File: config.mk
export PLATFORM = sky130hd
export DESIGN_NAME = command_decoder
export DESIGN_NICKNAME = d
export VERILOG_FILES = /design/src/design/led_matrix_pkg.sv /design/src/design/command_decoder.sv
export VERILOG_INCLUDE_DIRS = /design/src /design/src/design
export SDC_FILE = /design/constraint.sdc
export NUM_CORES = 1
export LEC_CHECK = 0
export ABC_AREA = 1
export BUFFER_PORTS_ARGS = -buffer_cell sky130_fd_sc_hd__buf_4
export CORE_MARGIN = 10
export CORE_UTILIZATION = 50
export DETAILED_ROUTE_END_ITERATION = 7
export HOLD_SLACK_MARGIN = 0.12
export PLACE_DENSITY = 0.74
export SLEW_MARGIN = 20
export SYNTH_ARGS = -nofsm -noshare
export SYNTH_HDL_FRONTEND = slang
export SYNTH_SLANG_ARGS = --single-unit
File: constraint.sdc
create_clock -name clk_in -period 5.05 [get_ports clk_in]
set_input_delay 0.7575 -clock clk_in [delete_from_list [all_inputs] [get_ports clk_in]]
set_output_delay 0.7575 -clock clk_in [all_outputs]
set_load 0.03 [all_outputs]
File: src/design/led_matrix_config.svh
`ifndef LED_MATRIX_CONFIG_SVH
`define LED_MATRIX_CONFIG_SVH

// panel geometry
`define PANEL_WIDTH 64
`define PANEL_HEIGHT 32
`define PANEL_HALF_HEIGHT 16 // also the number of row addresses
`define BYTES_PER_PIXEL 2

// colour depth, bit planes per row pair
`define COLOR_PLANES 6

// timing, all in clk_in cycles
`define UART_CLKS_PER_BIT 8
`define PIXEL_CLK_DIV 2 // half period of clk_pixel
`define OE_BASE_CYCLES 4 // enable window of plane 0
`define FETCH_LATENCY 3 // request to valid pixels

`endif
File: src/design/led_matrix_pkg.sv
`include "led_matrix_config.svh"

package led_matrix_pkg;

    // rgb565 as stored in the framebuffer
    typedef struct packed {
        logic [4:0] r;
        logic [5:0] g;
        logic [4:0] b;
    } rgb565_t;

    typedef logic [$clog2(`PANEL_WIDTH*`PANEL_HEIGHT*`BYTES_PER_PIXEL)-1:0] fb_addr_t; // byte
    typedef logic [$clog2(`PANEL_WIDTH*`PANEL_HEIGHT)-1:0] fb_word_addr_t; // pixel

    typedef logic [$clog2(`PANEL_WIDTH)-1:0] col_t;
    typedef logic [$clog2(`PANEL_HEIGHT)-1:0] row_t;
    typedef logic [$clog2(`PANEL_HALF_HEIGHT)-1:0] row_addr_t;

    typedef logic [`COLOR_PLANES-1:0] plane_mask_t;

    // bit 0 red, bit 1 green, bit 2 blue
    typedef logic [2:0] rgb_bits_t;

    typedef enum logic [7:0] {
        CMD_SET_BRIGHTNESS = 8'h01,
        CMD_SET_RGB_ENABLE = 8'h02,
        CMD_WRITE_PIXEL    = 8'h03
    } cmd_opcode_t;

endpackage

File: src/design/command_decoder.sv
`timescale 1ns/1ns

module command_decoder (
    input  logic                        clk_in,
    input  logic                        rst_n,
    input  logic                        rx_valid,
    input  logic [7:0]                  rx_data,
    output logic                        wr_en,
    output led_matrix_pkg::fb_addr_t    wr_addr,
    output logic [7:0]                  wr_data,
    output led_matrix_pkg::rgb_bits_t   rgb_enable,
    output led_matrix_pkg::plane_mask_t brightness_enable
);
    import led_matrix_pkg::*;

    typedef enum logic {
        D_OPCODE,
        D_ARGS
    } dec_state_t;

    dec_state_t  state;
    cmd_opcode_t opcode;
    logic [1:0]  arg_idx; // argument number within the command
    row_t        row_q;
    col_t        col_q;
    logic        arg_strobe;

    assign arg_strobe = rx_valid && state == D_ARGS;

    always_ff @(posedge clk_in) begin
        if (!rst_n) begin
            state             <= D_OPCODE;
            arg_idx           <= '0;
            wr_en             <= 1'b0;
            rgb_enable        <= '1;
            brightness_enable <= '1;
        end else begin
            wr_en <= 1'b0;
            if (rx_valid && state == D_OPCODE) begin
                arg_idx <= '0;
                // unknown bytes are dropped here
                if (rx_data inside {CMD_SET_BRIGHTNESS, CMD_SET_RGB_ENABLE, CMD_WRITE_PIXEL})
                    state <= D_ARGS;
            end else if (arg_strobe) begin
                arg_idx <= arg_idx + 1'b1;
                case (opcode)
                    CMD_SET_BRIGHTNESS: begin
                        brightness_enable <= rx_data[5:0];
                        state             <= D_OPCODE;
                    end
                    CMD_SET_RGB_ENABLE: begin
                        rgb_enable <= rx_data[2:0];
                        state      <= D_OPCODE;
                    end
                    default: begin
                        wr_en <= arg_idx[1]; // args 2 and 3 carry pixel bytes
                        if (arg_idx == 2'd3) state <= D_OPCODE;
                    end
                endcase
            end
        end
    end

    always_ff @(posedge clk_in) begin
        if (rx_valid && state == D_OPCODE)
            opcode <= cmd_opcode_t'(rx_data);
        if (arg_strobe && opcode == CMD_WRITE_PIXEL) begin
            case (arg_idx)
                2'd0: row_q <= row_t'(rx_data);
                2'd1: col_q <= col_t'(rx_data);
                default: begin
                    wr_addr <= {row_q, col_q, arg_idx[0]}; // high byte even, low byte odd
                    wr_data <= rx_data;
                end
            endcase
        end
    end
endmodule

==> run metrics <==
Mean Syn Cell Area 12.96 µm²; Synth Register Bits between 50 and 60; Post-Syn Instances approximately 140; grt ovf 0; Distinct cells, synth 19; mux contribution to synthesized area 0; DRT met1 WL 1258 µm; CTS Hold Bufs 0; synthesized area 1866 µm²; Total Power 710.1 µW; synth top area cells edfxtp_1, dfxtp_1, nand2_1; crit-path max FO 6; Register-to-Register Setup Slack roughly 3.4 ns; Initial Util 0.5134; routed wire length 3509 µm; placed wire-length estimate 2721 µm; Setup Fix Bufs, Post-CTS 0; Crit Path Class input pin to register; Setup crit end kind register; fill cell count 295; outcome finished clean; Placed Instances ~230; CTS root buf clkbuf_8; first-pass GRT wire length 5899 µm; sequential area share after synthesis 0.7673; commonest non-fill, non-tap cell in the layout buf_4; Port Buffers 40; met2 WL 1909 µm; maximum vdd drop 0.0001764 V; Slew Limit Fails 0; Worst Setup EP col_q[5]; routability cong. about 0.87; WP depth 6; I/O Pins 41; DRC viols 0; R2R depth 6; vias in the first global route 1,260; area occupied by multi-input gates 354.1 µm²; clock period minus worst slack 1.819 ns; via/cell ratio just under 5; share of cells above drive strength 1 0.3021; unrepaired setup endpoints after global routing no; Area growth syn-to-layout 24.35%; Core Util, Final 0.6384; worst setup path start rx_valid; Max Fclk 549.7 MHz; worst hold path class register to register; Wirelength per Cell 14.62 µm; Non-Filler Instances 240; Via Count roughly 1,200; Max Clock Skew approximately 0.0076 ns; Worst Setup Start Kind input pin; CTS tree done; number of antenna diodes 0; crit path cell chain buf_4 > nand2_2 > inv_2 > nand4_1 > or2_1 > nor2_1; Top delay family on crit path simple AND/OR/NAND/NOR gates; total negative slack 0 ns; Final period util 0.3602; met3 WL 251 µm; worst path bufs/invs 2; post-synthesis xor/xnor area fraction 0; Synth top area share 0.6278; CP arrival 1.77 ns; Leakage ~0.96 nW; Syn Nets 158; PostCTS Resize Cnt 0; max-cap viol count 0; die extent in x 81.08 µm; fin nets 205; synth warn 0; Power Density 306.1 nW/µm²; Core ar. about 3600 µm²; pin count of the biggest net entering global routing 21; antenna viol nets, final 0; Reg2Reg Launch Point opcode[5]; simple-gate share of the synthesized area 0.1529; CTS buffer count 5; Crit path required time 5.00 ns; drt first-iter violations about 110; final hold viol count 0; Largest stage delay, worst path about 0.37 ns; die span in y 81.08 µm; CTS Sinks 52; commonest non-fill, non-tap cells in the layout buf_4, edfxtp_1, nand2_1; worst hold slack 0.4301 ns; Total GRT Usage 0.1185; adder-cell share of the synthesized area 0.02012; reg2reg end col_q[5]; row count 22; # setup viols final 0; largest family of logic cells by synthesized area simple AND/OR/NAND/NOR gates; leading area contributor after synthesis edfxtp_1; register area ~1400 µm²; Slew @ Worst Pin ~0.46 ns; CTS H-tree lvls 2; Crit-path slowest cell nor2_1; compound-gate portion of the synthesized area 0.01341; clk buf depth 2; initial antenna violation count 0; drt pass-1 iters 4; Reg clk slew, reported paths about 0.080 ns; Max transition margin 0.6913; die area 6574 µm²; top layer in use met4; Clk Latency, worst-skew pair ~0.30 ns
where the power goes:
group          internal [mW]  total [mW]  switching [mW]
registers              0.461       0.464         0.00244
clock network         0.0961       0.221           0.125
logic                0.00931      0.0250          0.0157
worst reg2reg max path, delay by kind of cell, from the launching register on:
| family | cells | cell delay (ns) |
|---|---|---|
| buf+inv | 2 | 0.15 |
| flops | 1 | 0.39 |
| simple gates | 4 | 0.82 |
per-layer routing:
metal  vias up  track usage
li1        565            -
met1       548       0.1166
met2        47       0.2134
met3         7      0.04525
met4         0      0.05882
met5         -            0
Yosys cell counts:
library cell,number
nand2_2,4
nand2_1,29
nand4_1,1
ha_1,3
a21oi_1,2
edfxtp_1,39
a211oi_1,1
or2_1,1
or2_2,1
inv_1,20
nor4_1,1
nor2_4,2
nor2_1,10
o21bai_1,1
nand3_1,12
inv_2,2
dfxtp_1,13
nor2_2,1
clkbuf_1,1
flip-flops by register name, summed over array words and instances (netlist names):
| signal | cells |
|---|---|
| wr_data | 8 |
| col_q | 6 |
| rgb_enable | 3 |
| wr_en | 1 |
| wr_addr | 12 |
| state | 1 |
| brightness_enable | 6 |
| row_q | 5 |
| opcode | 8 |
| arg_idx | 2 |
how the worst min path moves through the flow:
| stage | from | end | slack, ns | depth (start not counted) |
|---|---|---|---|---|
| 2_1_floorplan | row_q[3] | wr_addr[10] | 0.40 | 0 |
| 3_3_place_gp | row_q[3] | wr_addr[10] | 0.41 | 0 |
| 3_5_place_dp | col_q[1] | wr_addr[2] | 0.41 | 0 |
| 4_1_cts | col_q[1] | wr_addr[2] | 0.43 | 0 |
| 5_1_grt | row_q[1] | wr_addr[8] | 0.45 | 0 |
| 6_report | col_q[1] | wr_addr[2] | 0.43 | 0 |
per-stage QoR:
stage          cell area (µm²)  setup WS (ns)
2_1_floorplan             1866          1.655
3_3_place_gp              2236          3.004
3_5_place_dp              2236          2.904
4_1_cts                   2320          3.231
5_1_grt                   2320          3.142
6_report                  2320          3.231
cells by family (layout without fill, tap and decap cells):
| logic type | count (synthesis) | count (layout) |
|---|---|---|
| buffers and inverters | 23 | 71 |
| flip-flops | 52 | 52 |
| AND/OR/NAND/NOR | 62 | 62 |
| adder cells (fa/ha/maj) | 3 | 3 |
| AO/OA/AOI/OAI | 4 | 4 |
area by class of cell:
type,count,area share
Sequential cell,52,0.6170
Multi-Input combinational cell,69,0.1526
Timing Repair Buffer,41,0.1327
Inverter,22,0.03560
Clock buffer,6,0.03128
Tap cell,48,0.02589
Clock inverter,2,0.004854
Power figures use the tool's default switching activity.
