`config.mk`:
```
export PLATFORM = sky130hd
export DESIGN_NAME = framebuffer_fetch_flat
export DESIGN_NICKNAME = d
export VERILOG_FILES = /design/src/design/led_matrix_pkg.sv /design/src/design/pixel_fetch_if.sv /design/src/design/framebuffer_fetch.sv /design/src/flat_wrapper.sv
export VERILOG_INCLUDE_DIRS = /design/src /design/src/design
export SDC_FILE = /design/constraint.sdc
export NUM_CORES = 1
export LEC_CHECK = 0
export BUFFER_PORTS_ARGS = -buffer_cell sky130_fd_sc_hd__buf_4
export CAP_MARGIN = 30
export CORE_ASPECT_RATIO = 1.4
export CORE_UTILIZATION = 45
export CTS_CLUSTER_DIAMETER = 40
export CTS_CLUSTER_SIZE = 30
export DETAILED_ROUTE_END_ITERATION = 10
export PLACE_DENSITY = 0.79
export REMOVE_ABC_BUFFERS = 1
export SLEW_MARGIN = 15
export SYNTH_ARGS = -nofsm -noshare
export SYNTH_HDL_FRONTEND = slang
export SYNTH_SLANG_ARGS = --single-unit
```
`constraint.sdc`:
```
create_clock -name clk_in -period 2.8 [get_ports clk_in]
set_input_delay 0.28 -clock clk_in [delete_from_list [all_inputs] [get_ports clk_in]]
set_output_delay 0.28 -clock clk_in [all_outputs]
set_load 0.01 [all_outputs]
```
`src/design/led_matrix_config.svh`:
```
`ifndef LED_MATRIX_CONFIG_SVH
`define LED_MATRIX_CONFIG_SVH

// panel geometry
`define PANEL_WIDTH 64
`define PANEL_HEIGHT 32
`define PANEL_HALF_HEIGHT 16 // also the number of row addresses
`define BYTES_PER_PIXEL 2

// colour depth, bit planes per row pair
`define COLOR_PLANES 6

// timing, all in clk_in cycles
`define UART_CLKS_PER_BIT 8
`define PIXEL_CLK_DIV 2 // half period of clk_pixel
`define OE_BASE_CYCLES 4 // enable window of plane 0
`define FETCH_LATENCY 3 // request to valid pixels

`endif
```
`src/design/led_matrix_pkg.sv`:
```
`include "led_matrix_config.svh"

package led_matrix_pkg;

    // rgb565 as stored in the framebuffer
    typedef struct packed {
        logic [4:0] r;
        logic [5:0] g;
        logic [4:0] b;
    } rgb565_t;

    typedef logic [$clog2(`PANEL_WIDTH*`PANEL_HEIGHT*`BYTES_PER_PIXEL)-1:0] fb_addr_t; // byte
    typedef logic [$clog2(`PANEL_WIDTH*`PANEL_HEIGHT)-1:0] fb_word_addr_t; // pixel

    typedef logic [$clog2(`PANEL_WIDTH)-1:0] col_t;
    typedef logic [$clog2(`PANEL_HEIGHT)-1:0] row_t;
    typedef logic [$clog2(`PANEL_HALF_HEIGHT)-1:0] row_addr_t;

    typedef logic [`COLOR_PLANES-1:0] plane_mask_t;

    // bit 0 red, bit 1 green, bit 2 blue
    typedef logic [2:0] rgb_bits_t;

    typedef enum logic [7:0] {
        CMD_SET_BRIGHTNESS = 8'h01,
        CMD_SET_RGB_ENABLE = 8'h02,
        CMD_WRITE_PIXEL    = 8'h03
    } cmd_opcode_t;

endpackage

```
`src/design/pixel_fetch_if.sv`:
```
`timescale 1ns/1ns

// scan engine asks for one column, fetch unit answers FETCH_LATENCY cycles later
interface pixel_fetch_if;
    logic                      fetch_req;
    led_matrix_pkg::col_t      col;
    led_matrix_pkg::row_addr_t row_addr;
    led_matrix_pkg::rgb565_t   pixel_top;
    led_matrix_pkg::rgb565_t   pixel_bottom;

    modport scan (
        output fetch_req, col, row_addr,
        input  pixel_top, pixel_bottom
    );

    modport fetch (
        input  fetch_req, col, row_addr,
        output pixel_top, pixel_bottom
    );
endinterface

```
`src/design/framebuffer_fetch.sv`:
```
`timescale 1ns/1ns
`include "led_matrix_config.svh"

module framebuffer_fetch (
    input  logic                          clk_in,
    input  logic                          rst_n,
    pixel_fetch_if.fetch                  fetch,
    output logic                          rd_en,
    output led_matrix_pkg::fb_word_addr_t rd_addr,
    input  led_matrix_pkg::rgb565_t       rd_data
);
    import led_matrix_pkg::*;

    logic      req_d1; // bottom read in flight
    logic      req_d2; // both pixels on hand
    col_t      col_q;
    row_addr_t row_q;
    row_t      row_bottom;
    rgb565_t   top_hold;

    assign row_bottom = row_t'(row_q) + row_t'(`PANEL_HALF_HEIGHT);

    // top pixel straight from the request, bottom one a cycle later
    assign rd_en   = fetch.fetch_req | req_d1;
    assign rd_addr = req_d1 ? {row_bottom, col_q} : {row_t'(fetch.row_addr), fetch.col};

    always_ff @(posedge clk_in) begin
        if (!rst_n) begin
            req_d1 <= 1'b0;
            req_d2 <= 1'b0;
        end else begin
            req_d1 <= fetch.fetch_req;
            req_d2 <= req_d1;
        end
    end

    always_ff @(posedge clk_in) begin
        if (fetch.fetch_req) begin
            col_q <= fetch.col;
            row_q <= fetch.row_addr;
        end
        if (req_d1)
            top_hold <= rd_data;
        // both halves update together
        if (req_d2) begin
            fetch.pixel_top    <= top_hold;
            fetch.pixel_bottom <= rd_data;
        end
    end
endmodule

```
`src/flat_wrapper.sv`:
```
// flat-port wrapper written by rule: the top's interface ports become plain ports
module framebuffer_fetch_flat import led_matrix_pkg::*;
  (clk_in, rst_n, rd_en, rd_addr, rd_data, fetch_fetch_req, fetch_col, fetch_row_addr, fetch_pixel_top, fetch_pixel_bottom);
  pixel_fetch_if fetch_i ();
  input  logic clk_in;
  input  logic rst_n;
  output logic rd_en;
  output led_matrix_pkg::fb_word_addr_t rd_addr;
  input  led_matrix_pkg::rgb565_t rd_data;
  input wire logic [$bits(fetch_i.fetch_req)-1:0] fetch_fetch_req;
  input wire logic [$bits(fetch_i.col)-1:0] fetch_col;
  input wire logic [$bits(fetch_i.row_addr)-1:0] fetch_row_addr;
  output wire logic [$bits(fetch_i.pixel_top)-1:0] fetch_pixel_top;
  output wire logic [$bits(fetch_i.pixel_bottom)-1:0] fetch_pixel_bottom;
  assign fetch_i.fetch_req = fetch_fetch_req;
  assign fetch_i.col = fetch_col;
  assign fetch_i.row_addr = fetch_row_addr;
  assign fetch_pixel_top = fetch_i.pixel_top;
  assign fetch_pixel_bottom = fetch_i.pixel_bottom;
  framebuffer_fetch u_core (.clk_in(clk_in), .rst_n(rst_n), .fetch(fetch_i), .rd_en(rd_en), .rd_addr(rd_addr), .rd_data(rd_data));
endmodule
```
==> results.json <==
{
  "status": "finished with violations",
  "rsz0062_at_grt": "no",
  "crit_fanout": 17,
  "wire_per_inst_um": 13.9,
  "setup-violations-final": 0,
  "critical_path.cell_chain": "mux2_2 -> buf_4",
  "violations": "DRC",
  "muxShareOfSynthArea_pct": 7.27,
  "synthSimpleGateAreaFrac_pct": 1.02,
  "cts_root_buffer": "clkbuf_8",
  "htreeDepth": 3,
  "startpoint_type": "flip-flop",
  "post-cts-setup-buffers": 0,
  "drtIter0Drc": 34,
  "period_share_pct": 71.1,
  "dr.pass1.iters": 7,
  "p_int_mw": 1.59,
  "hold_class": "in -> reg",
  "leakage_nw": 1.10,
  "clock_sinks": 60,
  "viasPerCell": 4.67,
  "insertedDiodeCount": 0,
  "ys_types": 9,
  "die_h_um": 80.2,
  "row_count": 28,
  "ios": 73,
  "wl_um": 2890,
  "hold_depth": 1,
  "fillCellCount": 304,
  "syn_avg_cell_area_um2": 26.2,
  "reg2reg_depth": 1,
  "syn2layout_area_growth_pct": 40.7,
  "final_max_slew_viol_count": 0,
  "crit_path_end_kind": "output port",
  "ys_ff_latch": 60,
  "hold_violations": 0,
  "io_buffers": 72,
  "clockBufferDepth": 2,
  "pwr-share-comb_pct": 6.2,
  "ys_seq_area_share_pct": 90.8,
  "stdcell_count": 208,
  "drc": 4,
  "start_util_pct": 46.7,
  "synth_area_um2": 1960,
  "ys_warn_count": 0,
  "die_w_um": 57.8,
  "clk_pin_slew_ns": 0.06,
  "setup_tns_ns": 0,
  "max-slew-margin-rel_pct": 46.9,
  "synthXorXnorAreaFrac_pct": 0,
  "fin_worst_skew_ns": 0.00271,
  "cts_made_buffers": 9,
  "track_usage_pct": 13.7,
  "clk_latency_ns": 0.32,
  "seqPwrFrac_pct": 53.6,
  "p_sw_mw": 0.356,
  "cts_tree": "built",
  "final_nets": 187,
  "clock_power_share_pct": 40.2,
  "switching_share_pct": 18.3,
  "critPathSlowestCell": "dfxtp_1",
  "synth_top_family_by_area": "multiplexers",
  "antenna_found_initial": 0,
  "grt_overflow": 0,
  "maxCapViolCount": 0,
  "gp_congestion": 0.667,
  "holdBufCountCts": 0,
  "ant_nets": 0,
  "synth_compound_area_share_pct": 0,
  "cp_data_arrival_time_ns": 1.71,
  "worst_pin_slew_ns": 0.795,
  "core_um2": 4200,
  "cpPeakStageDelay_ns": 0.84,
  "cts_resized": 0,
  "worst-setup-path-type": "reg -> out",
  "grt_max_degree": 21,
  "die-area_um2": 4630,
  "worstPathRequired_ns": 2.52,
  "synth_adder_area_share_pct": 0,
  "grt_pass1_wl_um": 4320,
  "fin_crit_ns": 1.99,
  "vdd_drop_max_v": 0.000440,
  "dp.cells": 192,
  "powerDensity_nw_per_um2": 704,
  "syn-instance-count": 75,
  "max_freq_ghz": 0.502,
  "vias": 971,
  "grt_pass1_vias": 972,
  "drive_gt1_share_pct": 60.1
}
per-layer routing:
metal	GRT usage, %	part of all wire, %	wire (µm)
met5	0	0	0
met4	12.9	2.4	70
met3	6.12	10	292
met2	20.9	53	1540
met1	13.4	34	986
registers in the layout, indices dropped and copies added (netlist names):
signal,count
u_core.col_q,6
u_core.fetch.pixel_bottom,16
u_core.fetch.pixel_top,16
u_core.req_d1,1
u_core.req_d2,1
u_core.row_q,4
u_core.top_hold,16
power groups by stage:
| stage | Combinational [mW] | Clock, mW | Sequential [mW] |
|---|---|---|---|
| after global routing | 0.127 | 0.839 | 1.05 |
| after floorplan | 0.0290 | 0 | 1.07 |
| after global placement | 0.119 | 0 | 1.06 |
| after detailed placement | 0.121 | 0 | 1.06 |
| final | 0.120 | 0.782 | 1.04 |
| after CTS | 0.122 | 0.805 | 1.04 |
cells by family after synthesis:
group / after synthesis
muxes: 10
buffers and inverters: 2
DFF: 60
and+or+nand+nor: 3
cells in the mapped netlist:
cell	instances	share of area, %
and2_1	1	0.32
and2_2	1	0.38
buf_4	1	0.38
buf_6	1	0.57
dfxtp_1	2	2.0
edfxtp_1	58	89
mux2_2	2	1.1
mux2_4	8	6.1
or2_1	1	0.32
per-stage QoR:
step           util [%]  area (µm²)  power, mW  hold WS (ns)  setup slack, ns
6_report           65.7        2760       1.94         0.142            0.808
5_1_grt            65.7        2760       2.01         0.126            0.714
4_1_cts            65.7        2760       1.97         0.120            0.763
3_5_place_dp       60.8        2560       1.18         0.405             1.13
3_3_place_gp       60.8        2560       1.18         0.401             1.19
2_1_floorplan         -        1940       1.10         0.379             1.05
layout by cell type (no fill, tap or decap), drive strengths merged:
master / Yosys / layout
or2: 1 / 1
buf: 2 / 74
mux2: 10 / 10
clkbuf: 0 / 9
dfxtp: 2 / 2
clkinv: 0 / 5
bufinv: 0 / 2
edfxtp: 58 / 58
and2: 2 / 2
final timing paths:
kind,startpoint,to,slack [ns]
worst max-delay path,u_core.req_d1,rd_addr[8],0.81
worst min-delay path,rd_data[4],u_core.fetch.pixel_bottom[4],0.14
worst max register to register,u_core.req_d1,u_core.top_hold[13],1.30
worst min register to register,u_core.top_hold[8],u_core.fetch.pixel_top[8],0.42
worst max-delay path, delay by kind of cell, from the launching register on:
kind | cells | cell delay (ns)
buffers and inverters | 1 | 0.14
muxes | 1 | 0.41
DFF | 1 | 0.84
layout make-up:
class	instances	area, µm²	share of cell area, %
Tap cell	45	56.3	2.04
Timing Repair Buffer	74	556	20.1
Sequential cell	60	1780	64.5
Multi-Input combinational cell	13	163	5.89
Clock buffer	9	124	4.49
Clock inverter	7	81.3	2.95
(Power assumes the default switching activity.)
