--- config.mk ---
export PLATFORM = sky130hd
export DESIGN_NAME = uart_rx
export DESIGN_NICKNAME = d
export VERILOG_FILES = /design/src/design/uart_rx.sv
export VERILOG_INCLUDE_DIRS = /design/src /design/src/design
export SDC_FILE = /design/constraint.sdc
export NUM_CORES = 1
export LEC_CHECK = 0
export ABC_CLOCK_PERIOD_IN_PS = 2300
export BUFFER_PORTS_ARGS = -buffer_cell sky130_fd_sc_hd__buf_2
export CAP_MARGIN = 5
export CORE_MARGIN = 10
export CORE_UTILIZATION = 38
export DETAILED_ROUTE_END_ITERATION = 7
export SETUP_SLACK_MARGIN = 0.15
export SLEW_MARGIN = 20
export SYNTH_ARGS = -nofsm -noshare
export SYNTH_HDL_FRONTEND = slang
export SYNTH_SLANG_ARGS = --single-unit
export TNS_END_PERCENT = 1
--- constraint.sdc ---
create_clock -name clk_in -period 2.3 [get_ports clk_in]
set_input_delay 0.23 -clock clk_in [delete_from_list [all_inputs] [get_ports clk_in]]
set_output_delay 0.23 -clock clk_in [all_outputs]
set_load 0.005 [all_outputs]
--- src/design/led_matrix_config.svh ---
`ifndef LED_MATRIX_CONFIG_SVH
`define LED_MATRIX_CONFIG_SVH

// panel geometry
`define PANEL_WIDTH 64
`define PANEL_HEIGHT 32
`define PANEL_HALF_HEIGHT 16 // also the number of row addresses
`define BYTES_PER_PIXEL 2

// colour depth, bit planes per row pair
`define COLOR_PLANES 6

// timing, all in clk_in cycles
`define UART_CLKS_PER_BIT 8
`define PIXEL_CLK_DIV 2 // half period of clk_pixel
`define OE_BASE_CYCLES 4 // enable window of plane 0
`define FETCH_LATENCY 3 // request to valid pixels

`endif
--- src/design/uart_rx.sv ---
`timescale 1ns/1ns
`include "led_matrix_config.svh"

module uart_rx (
    input  logic       clk_in,
    input  logic       rst_n,
    input  logic       rx,
    output logic       rx_valid,
    output logic [7:0] rx_data
);
    localparam int CNT_W = $clog2(`UART_CLKS_PER_BIT);
    localparam int HALF_BIT = `UART_CLKS_PER_BIT / 2;

    typedef enum logic [1:0] {
        RX_IDLE,
        RX_START,
        RX_DATA,
        RX_STOP
    } rx_state_t;

    rx_state_t  state;
    logic [CNT_W-1:0] clk_cnt;
    logic [2:0] bit_idx;

    always_ff @(posedge clk_in) begin
        if (!rst_n) begin
            state    <= RX_IDLE;
            clk_cnt  <= '0;
            bit_idx  <= '0;
            rx_valid <= 1'b0;
        end else begin
            rx_valid <= 1'b0;
            case (state)
                RX_IDLE: begin
                    clk_cnt <= '0;
                    if (!rx) state <= RX_START; // falling edge of start bit
                end
                RX_START: begin
                    if (clk_cnt == CNT_W'(HALF_BIT - 1)) begin
                        clk_cnt <= '0;
                        bit_idx <= '0;
                        state   <= rx ? RX_IDLE : RX_DATA; // glitch, back to idle
                    end else begin
                        clk_cnt <= clk_cnt + 1'b1;
                    end
                end
                RX_DATA: begin
                    if (clk_cnt == CNT_W'(`UART_CLKS_PER_BIT - 1)) begin
                        clk_cnt <= '0;
                        bit_idx <= bit_idx + 1'b1;
                        if (bit_idx == 3'd7) state <= RX_STOP;
                    end else begin
                        clk_cnt <= clk_cnt + 1'b1;
                    end
                end
                default: begin
                    if (clk_cnt == CNT_W'(`UART_CLKS_PER_BIT - 1)) begin
                        rx_valid <= rx; // framing error drops the byte
                        state    <= RX_IDLE;
                    end else begin
                        clk_cnt <= clk_cnt + 1'b1;
                    end
                end
            endcase
        end
    end

    // lsb first, shift in from the top
    always_ff @(posedge clk_in) begin
        if (state == RX_DATA && clk_cnt == CNT_W'(`UART_CLKS_PER_BIT - 1))
            rx_data <= {rx, rx_data[7:1]};
    end
endmodule

==> results of run 1 <==
state kept, by name (all words and copies together) (netlist names):
register and count:
clk_cnt 3, state 2, rx_data 8, rx_valid 1, bit_idx 3
placed cells by master (no fill, tap or decap):
cell and n:
clkinv_2 1, edfxtp_1 8, and4bb_2 1, dfxtp_1 9, o221ai_1 1, o211ai_1 1
nor3b_1 1, o21ai_0 4, a222oi_1 1, nor2_1 3, clkbuf_4 3, buf_2 11
o21ai_1 1, and3b_2 1, nand3b_1 1, or3b_2 1, and3_1 1, a31o_1 1
nand2b_1 2, nand2_1 7, and2_1 2, o211a_1 1, inv_1 5, a21oi_1 6
nor4_1 1, ha_1 9, o2bb2ai_1 2, nand4_1 1, mux2i_1 1
logic make-up (layout without fill, tap and decap cells):
logic type,Yosys count,after routing
and+or+nand+nor,22,22
AOI/OAI and AO/OA,18,18
DFF,17,17
adders and majority gates,9,9
buffers and inverters,6,20
muxes,1,1
stage by stage:
| step | util [%] | hold slack, ns | power [mW] | instance area [um2] |
|---|---|---|---|---|
| after floorplan | - | 0.329 | 0.519 | 811 |
| after global placement | 44.8 | 0.431 | 0.550 | 896 |
| final | 46.1 | 0.148 | 0.698 | 923 |
| after global routing | 46.1 | 0.133 | 0.749 | 923 |
| after detailed placement | 44.8 | 0.438 | 0.556 | 896 |
| after CTS | 46.1 | 0.143 | 0.706 | 923 |
worst max-delay path, cell delays in order (launching register included):
cell and delay [ns]:
dfxtp_1 0.39, inv_1 0.09, ha_1 0.25, and3b_2 0.31
nand2_1 0.12, o2bb2ai_1 0.17, a31o_1 0.22
routing by layer:
metal / vias up / share of wire, % / track usage [%]
met3: 2 / 9.5 / 3.73
li1: 295 / - / -
met2: 16 / 43 / 8.97
met1: 251 / 46 / 7.18
met5: - / 0 / 0
met4: 0 / 1.3 / 2.36
power by group through the flow:
stage                     Clock, mW  Combinational, mW  Sequential [mW]
final                         0.150              0.186            0.362
after global routing          0.174              0.210            0.364
after CTS                     0.156              0.188            0.362
after detailed placement          0              0.187            0.369
after global placement            0              0.184            0.366
after floorplan                   0              0.157            0.363
final cells by class:
class | count | share of cell area [%]
Clock buffer | 3 | 2.44
Tap cell | 27 | 3.66
Timing Repair Buffer | 11 | 5.96
Inverter | 5 | 2.03
Clock inverter | 1 | 0.542
Multi-Input combinational cell | 50 | 39.8
Sequential cell | 17 | 45.5
worst max-delay path by stage:
stage               cells past startpoint         end  slack, ns
finish                                  6  clk_cnt[1]       0.66
global route                            6  clk_cnt[1]       0.54
CTS                                     6  clk_cnt[1]       0.67
detailed placement                      6  clk_cnt[1]       0.68
global placement                        6  clk_cnt[1]       0.67
floorplan                               6  clk_cnt[1]       0.83
==> metrics, run 1 <==
Sw Ratio 30.3%; synth unique cells 27; RSZ-0062 raised after global routing no; ANT nets after route 0; Worst Min Path Start rx; PD cells 756 nW/um2; detailed-route DRC error count 0; crit path kind reg2reg; PostCTS Resize Cnt 0; initial antenna violation count 0; share of cells above drive strength 1 ~21%; Slew @ Worst Pin 0.369 ns; origin of the critical flop-to-flop path state[1]; Clk Latency, worst-skew pair 0.28 ns; Seq pwr share 51.8%; grt ovf 0; Post-CTS Hold Buffers 0; Cell Rows 16; Finished Layout Cells 114; Slew HR 75.4%; Tot GR Track Use between 6 and 7%; IO Count 12; nets 100; htree depth 1; Setup crit end kind flop; CTS root buffer clkbuf_4; gate count of the mapped netlist 73; largest family of logic cells by synthesized area simple AND/OR/NAND/NOR gates; first-pass GRT wire length 2.16 mm; Primary FF master, synth dfxtp_1; layout filler cell count 201; cells on worst reg2reg path 6; P_int 487 uW; leakage 0.381 nW; Placer Congestion 0.683; Req. time, crit path ~2.5 ns; Post-DP HPWL 1.10 mm; register area share after synthesis just over 50%; vias in the first global route 491; Core ar. 2000 um2; Compound-Gate Fraction of Synth Area 14.5%; Synth top cells by count dfxtp_1, ha_1, edfxtp_1; Worst Hold Class in2reg; Crit path arrival time 1.83 ns; Post-Route WL 1.34 mm; initial core utilization about two fifths; DRT iter0 DRCs 13; mapped cell area 811 um2; Post-synth EDFFs 8; vias per cell just under 5; die footprint around 4400 um2; xor/xnor share of the synthesized area 0%; hold depth 1; Clock Power Share a little over a fifth; f_max just over 600 MHz; Place WS 0.681 ns; height of the die 66.2 um; Die X 66.2 um; WL/cell 11.8 um; fin crit period 1.64 ns; critical path startpoint category flop; mux share of post-synthesis cell area 1.23%; period utilization around 71%; top cell type's share of synthesized area 29.6%; Storage cell area 420 um2; Max Cap Violations 0; Final Hold Viols 0; Post-synth ARST share 0%; # clock sinks 17; status completed; clock skew about 0.0023 ns; Max VDD drop 0.498 mV; critical-path maximum fanout 7; Slew Limit Fails 0; area growth from synthesis to layout 13.9%; Synth area leaders edfxtp_1, dfxtp_1, ha_1; via count 564; CTS tree yes; Port Buffers 11; n_diodes 0; register bit total from synthesis 17; clock-pin slew on the worst setup and hold paths 0.09 ns; number of buffers created by CTS 3; Comb pwr share roughly a quarter; Mapped Avg Cell Area between 10 and 15 um2; setup bufs post-CTS 0; placed cell count 110; Sw Pwr 212 uW; adder-cell share of the synthesized area 13.9%; area of the multi-input gates approximately 370 um2; Reg2Reg Capture Point clk_cnt[1]; final count of negative-setup-slack endpoints 0; Max Buffers Root-to-Sink 2; Hold Path End rx_data[7]; final worst slack about 0.66 ns; Synth Area in Simple Gates ~16%; r2r setup slk about 0.66 ns; TritonRoute pass-1 iters 4; largest net degree at the start of global routing 13; syn nets 85; Worst Setup SP state[1]; Synth warnings 0; post-route setup TNS 0 ns; largest area contributor in the netlist edfxtp_1
(Power assumes the default switching activity.)
==> run 2, diff against run 1 <==
--- a/config.mk
+++ b/config.mk
@@ -6,7 +6,7 @@
 export SDC_FILE = /design/constraint.sdc
 export NUM_CORES = 1
 export LEC_CHECK = 0
-export ABC_CLOCK_PERIOD_IN_PS = 2300
+export ABC_CLOCK_PERIOD_IN_PS = 1400
 export BUFFER_PORTS_ARGS = -buffer_cell sky130_fd_sc_hd__buf_2
 export CAP_MARGIN = 5
 export CORE_MARGIN = 10
==> constraint.sdc (replaced) <==
create_clock -name clk_in -period 1.4 [get_ports clk_in]
set_input_delay 0.14 -clock clk_in [delete_from_list [all_inputs] [get_ports clk_in]]
set_output_delay 0.14 -clock clk_in [all_outputs]
set_load 0.005 [all_outputs]
==> metrics, run 2 (synthesized netlist as in run 1, its figures left out) <==
status finished with violations; violated checks negative setup slack; via count 660 (+17%); dpl cell area 1000 um2 (+12%); Max Cap Violations 0 (unchanged); Finished Cell Area 1120 um2 (+22%); Post-DP HPWL 1.24 mm (+13%); Max Buffers Root-to-Sink 2 (unchanged); layout filler cell count 175 (-13%); Post-Route WL 1.65 mm (+22%); clock skew 0.0148 ns (+0.0125 ns); cells on worst reg2reg path 6 (unchanged); critical path's slowest cell dfxtp_4; htree depth 1 (unchanged); final worst slack -0.0382 ns (-0.696 ns); post-route setup TNS -0.116 ns (-0.116 ns); Regs by FF count rx_data: 8 flops, bit_idx: 3 flops, clk_cnt: 3 flops; origin of the critical flop-to-flop path state[1]; Reg2Reg Capture Point state[1]; Max VDD drop 0.852 mV (+71%); largest net degree at the start of global routing 13 (unchanged); Total Power 1.39 mW (+99%); Crit path arrival time 1.62 ns (-0.21 ns); critical path startpoint category flop; Placer Congestion 0.692 (+1.4%); vias per cell 5.24 (+5.9%); share of cells above drive strength 1 47.5% (+27 points); Setup crit end kind flop; Final Hold Viols 0 (unchanged); Slew @ Worst Pin 0.376 ns (+0.00670 ns); RSZ-0062 raised after global routing yes; Setup crit end state[1]; TritonRoute pass-1 iters 5 (+1); nets 112 (+12%); worst hold slack 0.0523 ns (-0.0958 ns); leakage 0.443 nW (+16%); die footprint 4380 um2 (unchanged); clock-pin slew on the worst setup and hold paths 0.11 ns (+0.02 ns); critical-path maximum fanout 4 (-3); ANT nets after route 0 (unchanged); Place WS -0.0840 ns (-0.765 ns); Slew Limit Fails 0 (unchanged); DRT iter0 DRCs 26 (+13); Core ar. 2000 um2 (unchanged); placed cell count 121 (+10%); Slew HR 74.9% (-0.45 points); crit path cell chain inv_4 -> ha_4 -> buf_4 -> a21oi_1 -> o211ai_1 -> o2bb2ai_1; WL/cell 13.1 um (+11%); final count of negative-setup-slack endpoints 4 (+4); area growth from synthesis to layout 38.4%; max reg flops 8 (unchanged); # clock sinks 17 (unchanged); fin util 56.1% (+9.9 points); Port Buffers 11 (unchanged); initial antenna violation count 0 (unchanged); height of the die 66.2 um (unchanged); n_diodes 0 (unchanged); first-pass GRT wire length 2.75 mm (+27%); initial core utilization 40.5% (unchanged); detailed-route DRC error count 0 (unchanged); Tot GR Track Use 7.93% (+1.8 points); f_max 695 MHz (+14%); crit path kind reg2reg; vias in the first global route 625 (+27%); PD cells 1240 nW/um2 (+64%); Finished Layout Cells 126 (+11%); CTS tree yes; Cell Rows 16 (unchanged); IO Count 12 (unchanged); most frequent cells in the layout buf_2, buf_4, edfxtp_1; critical path's largest stage delay 0.39 ns (about the same); Largest Register rx_data; CTS root buffer clkbuf_4; Clk Latency, worst-skew pair 0.29 ns (about the same); Die X 66.2 um (unchanged); number of buffers created by CTS 3 (unchanged); Worst Hold Class in2reg; period utilization 103% (+31 points); fin crit period 1.44 ns (-0.204 ns); grt ovf 0 (unchanged); r2r setup slk -0.04 ns (-0.70 ns); Worst Setup SP state[1]; Req. time, crit path 1.59 ns (-0.90 ns)
[run 2: cell type report]
cell class | instances | area (um2) | share of cell area [%]
inverter | 5 | 23.8 | 2.12
timing repair buffer | 23 | 149 | 13.3
multi-input combinational | 50 | 457 | 40.7
clock buffer | 4 | 26.3 | 2.34
sequential | 17 | 433 | 38.6
tap | 27 | 33.8 | 3.01
[run 2: repair_timing]
item / 4_1_cts / 5_1_grt
pin swaps: 3 / 5
gates resized for setup: 9 / 11
hold buffers: 0 / 0
setup endpoints to repair: 16 / 16
buffers inserted: 1 / 0
[run 2: routing by layer]
| layer | vias to the layer above | wire, um | global-route usage, % |
|---|---|---|---|
| met5 | - | 0 | 0 |
| met3 | 6 | 125 | 2.71 |
| met2 | 22 | 696 | 12.4 |
| met4 | 0 | 44 | 5.50 |
| li1 | 322 | - | - |
| met1 | 310 | 778 | 8.77 |
[run 2: report_power, final]
group / switching [mW] / total, mW / internal [mW] / leakage (nW)
Combinational: 0.235 / 0.503 / 0.267 / 0.280
Clock: 0.149 / 0.260 / 0.111 / 0.0150
Sequential: 0.0580 / 0.626 / 0.568 / 0.148
Total: 0.443 / 1.39 / 0.946 / 0.443
[run 2: worst min path at each step]
stage	from	end	slack [ns]	cells after the start
after floorplan	rx	rx_data[7]	0.24	0
after global placement	rx	rx_data[7]	0.35	1
after detailed placement	rx	rx_data[7]	0.36	1
after CTS	rx	rx_data[7]	0.05	1
after global routing	rx	rx_data[7]	0.04	1
final	rx	rx_data[7]	0.05	1
[run 2: worst max-delay path, delay by kind of cell (launching register included)]
family	cells	cell delay, ns
DFF	1	0.39
adders and majority gates	1	0.16
buffers and inverters	2	0.18
AOI/OAI and AO/OA	3	0.59
==> run 3, diff against run 2 <==
--- a/config.mk
+++ b/config.mk
@@ -12,6 +12,8 @@
 export CORE_MARGIN = 10
 export CORE_UTILIZATION = 38
 export DETAILED_ROUTE_END_ITERATION = 7
+export GPL_TIMING_DRIVEN = 0
+export MAX_ROUTING_LAYER = met4
 export SETUP_SLACK_MARGIN = 0.15
 export SLEW_MARGIN = 20
 export SYNTH_ARGS = -nofsm -noshare
==> metrics, run 3 (synthesized netlist as in run 1, its figures left out) <==
Crit path arrival time 1.62 ns (about the same); Hold Path End rx_data[7]; cells on worst reg2reg path 6 (unchanged); RSZ-0062 raised after global routing yes; htree depth 1 (unchanged); f_max 698 MHz (+0.43%); post-route setup TNS -0.0721 ns (+0.0443 ns); origin of the critical flop-to-flop path state[1]; Max Cap Violations 0 (unchanged); via count 602 (-8.8%); met3 Use GR 3.05% (+0.34 points); Finished Layout Cells 122 (-3.2%); die footprint 4380 um2 (unchanged); Placer Congestion 0.709 (+2.4%); most frequent cells in the layout buf_2, edfxtp_1, buf_4; Total Power 1.41 mW (+1.3%); CTS root buffer clkbuf_4; nets 108 (-3.6%); Worst Min Path Start rx; DRT iter0 DRCs 12 (-54%); clock skew 0.00373 ns (-0.0110 ns); critical-path maximum fanout 5 (+1); ANT nets after route 0 (unchanged); Port Buffers 11 (unchanged); Worst Hold Class in2reg; area growth from synthesis to layout 32.1%; Core ar. 2000 um2 (unchanged); period utilization 102% (-0.44 points); Slew Limit Fails 0 (unchanged); critical path startpoint category flop; initial antenna violation count 0 (unchanged); final worst slack -0.0320 ns (+0.00619 ns); Clk Latency, worst-skew pair 0.28 ns (about the same); # clock sinks 17 (unchanged); Tot GR Track Use 7.58% (-0.35 points); hold depth 1 (unchanged); height of the die 66.2 um (unchanged); Setup crit end kind flop; final count of negative-setup-slack endpoints 3 (-1); n_diodes 0 (unchanged); crit path kind reg2reg; largest net degree at the start of global routing 11 (-2); leakage 0.437 nW (-1.4%); Req. time, crit path 1.58 ns (about the same); number of buffers created by CTS 3 (unchanged); Post-Route WL 1.53 mm (-7.3%); Slew HR 74.0% (-0.88 points); TritonRoute pass-1 iters 4 (-1); Cell Rows 16 (unchanged); first-pass GRT wire length 2.55 mm (-7.0%); clock-pin slew on the worst setup and hold paths 0.10 ns (about the same); Regs by FF count rx_data: 8 flops, bit_idx: 3 flops, clk_cnt: 3 flops; vias per cell 4.93 (-5.8%); placed cell count 111 (-8.3%); met2 Use GR 11.7% (-0.72 points); commonest non-fill, non-tap cell in the layout buf_2; status finished with violations; initial core utilization 40.5% (unchanged); GRT met1 Usage 7.88% (-0.89 points); grt ovf 0 (unchanged); fin util 53.5% (-2.6 points); Reg2Reg Capture Point clk_cnt[1]; Slew @ Worst Pin 0.389 ns (+0.0132 ns); IO Count 12 (unchanged); share of cells above drive strength 1 44.2% (-3.3 points); Die X 66.2 um (unchanged); PD cells 1310 nW/um2 (+6.1%); Largest Register rx_data; CTS tree yes; vias in the first global route 594 (-5.0%); gr busiest metal met2; max reg flops 8 (unchanged); r2r setup slk -0.03 ns (about the same); Max Buffers Root-to-Sink 2 (unchanged); Max VDD drop 0.957 mV (+12%); violated checks negative setup slack; fin crit period 1.43 ns (-0.00619 ns); WL/cell 12.5 um (-4.3%); Post-DP HPWL 1.08 mm (-13%); Final Hold Viols 0 (unchanged); detailed-route DRC error count 0 (unchanged)
run 3: area by class of cell:
type,count,area (um2)
repair buffers,18,108
clock buffers,4,26.3
fillers,178,931
well taps,27,33.8
multi-input cells,50,444
flip-flops and latches,17,432
plain buffers,1,3.75
inverters,5,23.8
run 3: worst max-delay path by stage:
stage	start	endpoint	slack, ns	depth (start not counted)
global placement	clk_cnt[1]	state[0]	-0.08	5
floorplan	state[1]	state[0]	0.05	6
finish	state[1]	clk_cnt[1]	-0.03	6
CTS	state[0]	state[0]	-0.02	5
global route	state[0]	state[0]	-0.08	5
detailed placement	clk_cnt[1]	state[0]	-0.08	5
run 3: critical path: stages (launching register included):
cell	delay, ns
dfxtp_2	0.37
inv_4	0.06
ha_4	0.17
and3b_2	0.32
nand2_4	0.07
o2bb2ai_2	0.13
a31o_1	0.21
run 3: power breakdown:
part | internal (mW) | leakage [nW] | switching (mW)
clock | 0.111 | 0.0150 | 0.149
combinational | 0.270 | 0.274 | 0.247
sequential | 0.572 | 0.148 | 0.0580
run 3: repair_timing:
action | in CTS | in global routing
buffers inserted | 7 | 0
resized for setup | 13 | 5
cloned | 0 | 0
setup endpoints to repair | 16 | 16
hold buffers | 0 | 0
pin swaps | 3 | 1
run 3: per-layer routing:
layer | wire length, um | up-vias
li1 | - | 316
met1 | 715 | 268
met2 | 647 | 14
met3 | 127 | 4
met4 | 36 | 0
met5 | 0 | -
run 3: stage by stage:
stage               hold slack (ns)  instance area [um2]  setup WS (ns)
detailed placement            0.354                  926        -0.0833
finish                       0.0556                 1070        -0.0320
CTS                          0.0553                 1060        -0.0212
global route                 0.0533                 1070        -0.0843
global placement              0.352                  926        -0.0828
floorplan                     0.239                  837         0.0499
